[src/zclk_pkg.sv]
// z80 clock subsystem shared definitions
// speed mode encoding, stall counter width and stall lengths
// for the 28 MHz phase scheme

package zclk_pkg;

	// speed mode
	// 2'b00 3.5 MHz, 2'b01 7 MHz, 2'b1x 14 MHz
	typedef logic [1:0] turbo_t;

	// stall counter, ended when top bit set
	typedef logic [3:0] stall_cnt_t;

	// idle value, counter parked at its end
	localparam stall_cnt_t STALL_CNT_END = 4'd8;

	// 4 to 8, four clk cycles = one 7 MHz cycle
	localparam stall_cnt_t DOS_STALL_LOAD = 4'd4;

	// 0 to 8, eight clk cycles = one 3.5 MHz cycle
	localparam stall_cnt_t IO_STALL_LOAD = 4'd0;

endpackage

[src/phase_if.sv]
// phase strobe bundle
// four one-hot strobes c0..c3, one clk cycle each, period of 4 clk
// from the phase generator to the z80 clock generator

`timescale 1ns/1ps

interface phase_if;

	// one-hot, order c0 c1 c2 c3
	logic c0;
	logic c1;
	logic c2;
	logic c3;

	// generator side drives every strobe
	modport src (
		output c0, c1, c2, c3
	);

	// clock generator only needs c0 and c2
	modport dst (
		input c0, c2
	);

endinterface

[src/clk_phase_gen.sv]
// phase generator
// divides the 28 MHz clk into four rotating one-cycle strobes c0..c3,
// giving the 7 MHz timing grid for the z80 clock

`timescale 1ns/1ps

module clk_phase_gen (
	input  logic clk,
	input  logic arst_n,
	phase_if.src ph
);

	// free running phase counter
	logic [1:0] phase_cnt;

	always_ff @(posedge clk or negedge arst_n)
	begin
		if (!arst_n)
			phase_cnt <= 2'd0;
		else
			phase_cnt <= phase_cnt + 2'd1;
	end

	// decode, c0 first after reset
	assign ph.c0 = (phase_cnt == 2'd0);
	assign ph.c1 = (phase_cnt == 2'd1);
	assign ph.c2 = (phase_cnt == 2'd2);
	assign ph.c3 = (phase_cnt == 2'd3);

	// one strobe at a time, stepping c0 c1 c2 c3 once per clk
	a_phase_order: assert property (
		@(posedge clk) disable iff (!arst_n)
		1'b1 |=> $onehot({ph.c0, ph.c1, ph.c2, ph.c3})
			&& ({ph.c1, ph.c2, ph.c3, ph.c0} == $past({ph.c0, ph.c1, ph.c2, ph.c3}))
	);

endmodule

[src/turbo_sel.sv]
// turbo selector
// holds the active cpu speed mode; a new request is applied only
// at a falling edge of rfsh_n, so the speed never changes in the
// middle of a bus cycle

`timescale 1ns/1ps

module turbo_sel
	import zclk_pkg::*;
(
	input  logic   clk,
	input  logic   arst_n,
	input  turbo_t turbo_req,
	input  logic   rfsh_n,
	output turbo_t turbo
);

	// rfsh_n from previous edge
	logic rfsh_n_prev;
	logic rfsh_fall;

	always_ff @(posedge clk or negedge arst_n)
	begin
		if (!arst_n)
			rfsh_n_prev <= 1'b1;
		else
			rfsh_n_prev <= rfsh_n;
	end

	// high then low on consecutive edges
	assign rfsh_fall = rfsh_n_prev && !rfsh_n;

	// active mode, 3.5 MHz out of reset
	always_ff @(posedge clk or negedge arst_n)
	begin
		if (!arst_n)
			turbo <= 2'b00;
		else if (rfsh_fall)
			turbo <= turbo_req;
	end

endmodule

[src/wait_gen.sv]
// wait generator
// fixed stalls for dos mode switches and for external i/o in 14 MHz
// mode, merged with the external memory and ide stall levels into
// the single stall level for the z80 clock generator

`timescale 1ns/1ps

module wait_gen
	import zclk_pkg::*;
(
	input  logic   clk,
	input  logic   arst_n,
	input  turbo_t turbo,
	input  logic   iorq_s,
	input  logic   external_port,
	input  logic   dos_on,
	input  logic   vdos_off,
	input  logic   cpu_stall,
	input  logic   ide_stall,
	output logic   stall
);

	stall_cnt_t stall_cnt;
	logic       dos_stall;
	logic       io_stall;
	logic       stall_start;
	logic       cnt_end;

	// triggers
	assign dos_stall   = dos_on || vdos_off;
	// external port access, 14 MHz only
	assign io_stall    = iorq_s && external_port && turbo[1];
	assign stall_start = dos_stall || io_stall;
	assign cnt_end     = stall_cnt[3];

	// stall length counter, parked at end when idle
	always_ff @(posedge clk or negedge arst_n)
	begin
		if (!arst_n)
			stall_cnt <= STALL_CNT_END;
		else if (stall_start)
		begin
			// dos wins over i/o
			if (dos_stall)
				stall_cnt <= DOS_STALL_LOAD;
			else
				stall_cnt <= IO_STALL_LOAD;
		end
		else if (!cnt_end)
			stall_cnt <= stall_cnt + 4'd1;
	end

	// trigger cycle itself already stalls
	assign stall = stall_start || !cnt_end || cpu_stall || ide_stall;

	// counter stops at its end value
	a_cnt_no_overrun: assert property (
		@(posedge clk) disable iff (!arst_n)
		stall_cnt <= STALL_CNT_END
	);

	// dos switch holds the clock for a full 7 MHz cycle
	a_dos_stall_len: assert property (
		@(posedge clk) disable iff (!arst_n)
		dos_stall |=> stall [*4]
	);

endmodule

[src/zclk_top.sv]
// z80 clock subsystem top level
// phase generator, turbo selector, wait generator and z80 clock
// generator for a 28 MHz system clock

`timescale 1ns/1ps

module zclk_top
	import zclk_pkg::*;
(
	input  logic   clk,
	input  logic   arst_n,
	input  turbo_t turbo_req,
	input  logic   rfsh_n,
	input  logic   iorq_s,
	input  logic   external_port,
	input  logic   dos_on,
	input  logic   vdos_off,
	input  logic   cpu_stall,
	input  logic   ide_stall,
	output logic   zpos,
	output logic   zneg,
	output logic   zclk_out
);

	// active speed mode and merged stall level
	turbo_t turbo;
	logic   stall;

	// c0..c3 to the clock generator
	phase_if ph ();

	clk_phase_gen u_phase (
		.clk    (clk),
		.arst_n (arst_n),
		.ph     (ph.src)
	);

	turbo_sel u_turbo (
		.clk       (clk),
		.arst_n    (arst_n),
		.turbo_req (turbo_req),
		.rfsh_n    (rfsh_n),
		.turbo     (turbo)
	);

	wait_gen u_wait (
		.clk           (clk),
		.arst_n        (arst_n),
		.turbo         (turbo),
		.iorq_s        (iorq_s),
		.external_port (external_port),
		.dos_on        (dos_on),
		.vdos_off      (vdos_off),
		.cpu_stall     (cpu_stall),
		.ide_stall     (ide_stall),
		.stall         (stall)
	);

	zclock u_zclock (
		.clk      (clk),
		.arst_n   (arst_n),
		.ph       (ph.dst),
		.turbo    (turbo),
		.stall    (stall),
		.zpos     (zpos),
		.zneg     (zneg),
		.zclk_out (zclk_out)
	);

endmodule

[src/zclock.sv]
// z80 clock generator
// turns the phase strobes, the speed mode and the stall level into
// the registered edge strobes zpos/zneg and the z80 clock itself
// zclk_out changes on the falling edge of clk, half a clk cycle
// after the strobe that caused it

`timescale 1ns/1ps

module zclock
	import zclk_pkg::*;
(
	input  logic   clk,
	input  logic   arst_n,
	phase_if.dst   ph,
	input  turbo_t turbo,
	input  logic   stall,
	output logic   zpos,
	output logic   zneg,
	output logic   zclk_out
);

	logic clk14_src;
	logic c2_cnt;
	logic pre_zpos;
	logic pre_zneg;
	logic pre_zpos_140;
	logic pre_zneg_140;
	logic pre_zpos_70;
	logic pre_zneg_70;
	logic pre_zpos_35;
	logic pre_zneg_35;

	// 14 MHz source, frozen while stalled
	always_ff @(posedge clk or negedge arst_n)
	begin
		if (!arst_n)
			clk14_src <= 1'b0;
		else if (!stall)
			clk14_src <= ~clk14_src;
	end

	assign pre_zpos_140 = clk14_src;
	assign pre_zneg_140 = ~clk14_src;

	// 7 MHz: rising edge on c2, falling on c0
	assign pre_zpos_70 = ph.c2;
	assign pre_zneg_70 = ph.c0;

	// halves c2 for 3.5 MHz
	always_ff @(posedge clk or negedge arst_n)
	begin
		if (!arst_n)
			c2_cnt <= 1'b0;
		else if (ph.c2)
			c2_cnt <= ~c2_cnt;
	end

	// 3.5 MHz: c2 alternates between zpos and zneg
	assign pre_zpos_35 = c2_cnt && ph.c2;
	assign pre_zneg_35 = !c2_cnt && ph.c2;

	// mode select, top bit means 14 MHz
	always_comb
	begin
		if (turbo[1])
		begin
			pre_zpos = pre_zpos_140;
			pre_zneg = pre_zneg_140;
		end
		else if (turbo[0])
		begin
			pre_zpos = pre_zpos_70;
			pre_zneg = pre_zneg_70;
		end
		else
		begin
			pre_zpos = pre_zpos_35;
			pre_zneg = pre_zneg_35;
		end
	end

	// edge strobes, only toward the opposite clock level
	always_ff @(posedge clk or negedge arst_n)
	begin
		if (!arst_n)
		begin
			zpos <= 1'b0;
			zneg <= 1'b0;
		end
		else
		begin
			zpos <= !stall && pre_zpos && zclk_out;
			zneg <= !stall && pre_zneg && !zclk_out;
		end
	end

	// z80 clock, half a cycle after the strobe
	// zpos drops it, zneg raises it
	always_ff @(negedge clk or negedge arst_n)
	begin
		if (!arst_n)
			zclk_out <= 1'b0;
		else if (zneg)
			zclk_out <= 1'b1;
		else if (zpos)
			zclk_out <= 1'b0;
	end

	a_strobe_excl: assert property (
		@(posedge clk) disable iff (!arst_n)
		!(zpos && zneg)
	);

	// a stalled cycle gives no edge and the z80 clock keeps its level
	a_stall_no_strobe: assert property (
		@(posedge clk) disable iff (!arst_n)
		stall |=> !(zpos || zneg) && $stable(zclk_out)
	);

endmodule
[config.mk]
export PLATFORM = sky130hd
export DESIGN_NAME = zclk_top
export DESIGN_NICKNAME = d
export VERILOG_FILES = /design/src/zclk_pkg.sv /design/src/phase_if.sv /design/src/clk_phase_gen.sv /design/src/turbo_sel.sv /design/src/wait_gen.sv /design/src/zclk_top.sv /design/src/zclock.sv
export SDC_FILE = /design/constraint.sdc
export NUM_CORES = 1
export LEC_CHECK = 0
export BUFFER_PORTS_ARGS = -buffer_cell sky130_fd_sc_hd__buf_2
export CORE_MARGIN = 2
export CORE_UTILIZATION = 45
export CTS_CLUSTER_DIAMETER = 40
export CTS_CLUSTER_SIZE = 20
export DETAILED_ROUTE_END_ITERATION = 12
export PLACE_DENSITY = 0.69
export SYNTH_ARGS = -nofsm -noshare
export SYNTH_HDL_FRONTEND = slang
export SYNTH_SLANG_ARGS = --single-unit
[constraint.sdc]
create_clock -name clk -period 2.7 [get_ports clk]
set_clock_uncertainty 0.15 [all_clocks]
set_input_delay 0.405 -clock clk [delete_from_list [all_inputs] [get_ports clk]]
set_output_delay 0.405 -clock clk [all_outputs]
set_load 0.03 [all_outputs]
==> flow_summary.toml <==
[grt]
antenna_found_initial = 0
first_global_vias = 419
grt_usage_pct = 15.8
gr-total-overflow = 0
busiest_layer = "met2"
gr-usage-met2_pct = 25.4
met1_usage_pct = 18.1
grt_max_degree = 14
grt_pass1_wl_um = 1590
use_met3_pct = 4.89

[sta]
fin_ws_ns = -0.0422
slew_violations = 0
finalHoldViolCount = 0
tightest_slew_ns = 0.254
whs_ns = 0.0779
final.setup.tns_ns = -0.0422
rsz0062_at_grt = "true"
setup_viol = 1
relSlewSlack_pct = 83.0

[die]
rows = 13
fp.dieW_um = 40.7
dieArea_um2 = 1660
io_pins = 14
core_um2 = 1280
start_util_pct = 47.2
dieHeight_um = 40.7

[cts]
cts_sinks = 14
cts_tree = "built"
cts_root_buf = "clkbuf_4"
cts.clk_slew.worst_paths_ns = 0.09
clockBufferDepth = 2
cts_made_buffers = 3
clkLatencyLatePin_ns = 0.28
htree_levels = 1

[critical_path]
worstSetupPathType = "reg -> out"
cp_slowest_cell = "dfrtn_1"
end_kind = "output port"
startpoint = "u_zclock.zclk_out"
crit_fanout = 2
slowest_delay_ns = 0.42
crit_path_start_kind = "register"
worst-path-buf-inv = 1
path_delay_family = "flip-flops"
cp.arrival_ns = 2.19
reg2reg_from = "u_zclock.zclk_out"
cp_data_required_time_ns = 2.14
crit_chain = "buf_6"

[yosys]
netlist-cell-type-count = 24
synth_edf_count = 0
synth_nets = 60
synth_top_cell_area_share_pct = 45.4
synth_area_leaders = "dfrtp_1 45%, dfstp_2 8.7%, ha_1 6.2%, xor2_1 4.3%, dfrtn_1 4.1%"
ys.flop_type = "dfrtp_1"
yosysTopAreaCell = "dfrtp_1"
syn_inst = 46
yosys_warnings = 0
async_flop_share_pct = 100
ys_seq_elements = 14
netlist_area_um2 = 607
synth_most_common_cell = "dfrtp_1"
synth_common_cells = "11 x dfrtp_1, 4 x nor2_1, 3 x ha_1, 3 x inv_1, 3 x xor2_1"
syn_avg_cell_area_um2 = 13.2
ys_seq_area_share_pct = 58.1

[cells_and_area]
drive_gt1_share_pct = 33.3
area_growth_pct = 24.9
fin_util_pct = 59.0
nets = 81
diodes = 0
stdcell_count = 81

[drt]
drc = 0
wirelength_um = 996
vias_per_cell = 5.01
vias = 406
drt-initial-drc-count = 7
wire_per_inst_um = 12.3
dr.pass1.iters = 3
final_antenna_net_count = 0

[pwr]
max-vdd-ir-drop_mv = 0.355
p_leak_nw = 0.394
pwr_density_cell_nw_per_um2 = 536

[run_status]
status = "finished, violations left"
violations = "setup timing"

[placement]
dp_cells = 75
routabilityCongestion = 0.703
hpwlAfterDp_um = 851
portBuffers = 13

[min_path]
hold_path.class = "in -> reg"
min_from = "rfsh_n"

[flow_run]
cap_violations = 0
==> per-layer routing <==
| metal | wire, um | share of wire (%) |
|---|---|---|
| met1 | 430 | 43 |
| met2 | 510 | 51 |
| met3 | 40 | 4.0 |
| met4 | 15 | 1.5 |
| met5 | 0 | 0 |
==> layout by cell type (no fill, tap or decap) <==
cell type | netlist | routed
a211o_1 | 1 | 1
a211oi_1 | 1 | 1
a21o_1 | 1 | 1
a311o_1 | 1 | 1
a31oi_1 | 1 | 1
and3_1 | 1 | 1
and4bb_1 | 1 | 1
buf_2 | 0 | 12
buf_4 | 0 | 2
buf_6 | 0 | 1
clkbuf_4 | 0 | 3
clkbuf_8 | 0 | 1
dfrtn_1 | 1 | 1
dfrtp_1 | 11 | 11
dfstp_2 | 2 | 2
dlygate4sd3_1 | 0 | 1
ha_1 | 3 | 3
inv_1 | 3 | 3
mux2_1 | 2 | 2
mux2i_1 | 1 | 1
nand2_1 | 1 | 1
nand2b_1 | 2 | 2
nand3_1 | 1 | 1
nor2_1 | 4 | 4
nor2b_1 | 1 | 1
nor3b_1 | 1 | 1
nor4b_4 | 1 | 1
o21ai_0 | 1 | 1
xnor2_1 | 1 | 1
xor2_1 | 3 | 3
==> report_power, final <==
group | total [W] | internal, W | switching, W
combinational | 0.0000317 | 0.0000168 | 0.0000149
clock | 0.000149 | 0.0000820 | 0.0000668
sequential | 0.000226 | 0.000218 | 0.00000789
total | 0.000406 | 0.000317 | 0.0000896
==> cell families after synthesis <==
| logic type | share of synthesized area [%] |
|---|---|
| AO/OA/AOI/OAI | 7.42 |
| adder cells (fa/ha/maj) | 6.19 |
| buffers and inverters | 1.86 |
| AND/OR/NAND/NOR | 15.3 |
| XOR/XNOR | 5.77 |
| flip-flops | 58.1 |
| multiplexers | 5.36 |
==> timing repair <==
| action | in CTS | in global routing |
|---|---|---|
| resized for setup | 2 | 0 |
| buffers inserted | 1 | 0 |
| hold buffers | 1 | 0 |
| cloned | 0 | 0 |
| endpoints found under the setup margin | 1 | 1 |
| hold endpoints to repair | 11 | 0 |
==> worst paths after layout <==
kind	to	slack [ns]	depth (start not counted)
worst max-delay path	zclk_out	-0.04	1
worst min-delay path	u_turbo.rfsh_n_prev	0.08	1
worst max register to register	u_zclock.zneg	0.38	2
worst min register to register	u_phase.phase_cnt[0]	0.29	1
max in group asynchronous	u_zclock.zclk_out	0.74	2
min in group asynchronous	u_zclock.clk14_src	0.46	3
==> layout make-up <==
class | instances | area, um2
repair buffers | 16 | 96.3
fillers | 115 | 527
well taps | 15 | 18.8
flip-flops and latches | 14 | 353
inverters | 3 | 11.3
clock buffers | 4 | 36.3
multi-input cells | 29 | 243
==> sequential cells by signal, indices dropped and copies added, names as in the netlist <==
signal and flops:
u_phase.phase_cnt 2, u_turbo.rfsh_n_prev 1, u_turbo.turbo 2, u_wait.stall_cnt 4, u_zclock.c2_cnt 1, u_zclock.clk14_src 1, u_zclock.zclk_out 1, u_zclock.zneg 1
u_zclock.zpos 1
==> metrics by stage <==
stage          total power (W)  cell area, um2  worst slack, ns
2_1_floorplan         0.000242             607            0.230
6_report              0.000406             758          -0.0422
4_1_cts               0.000411             758          -0.0451
3_5_place_dp          0.000261             698            0.177
5_1_grt               0.000428             758          -0.0788
3_3_place_gp          0.000260             698            0.192
Power figures use the tool's default switching activity.
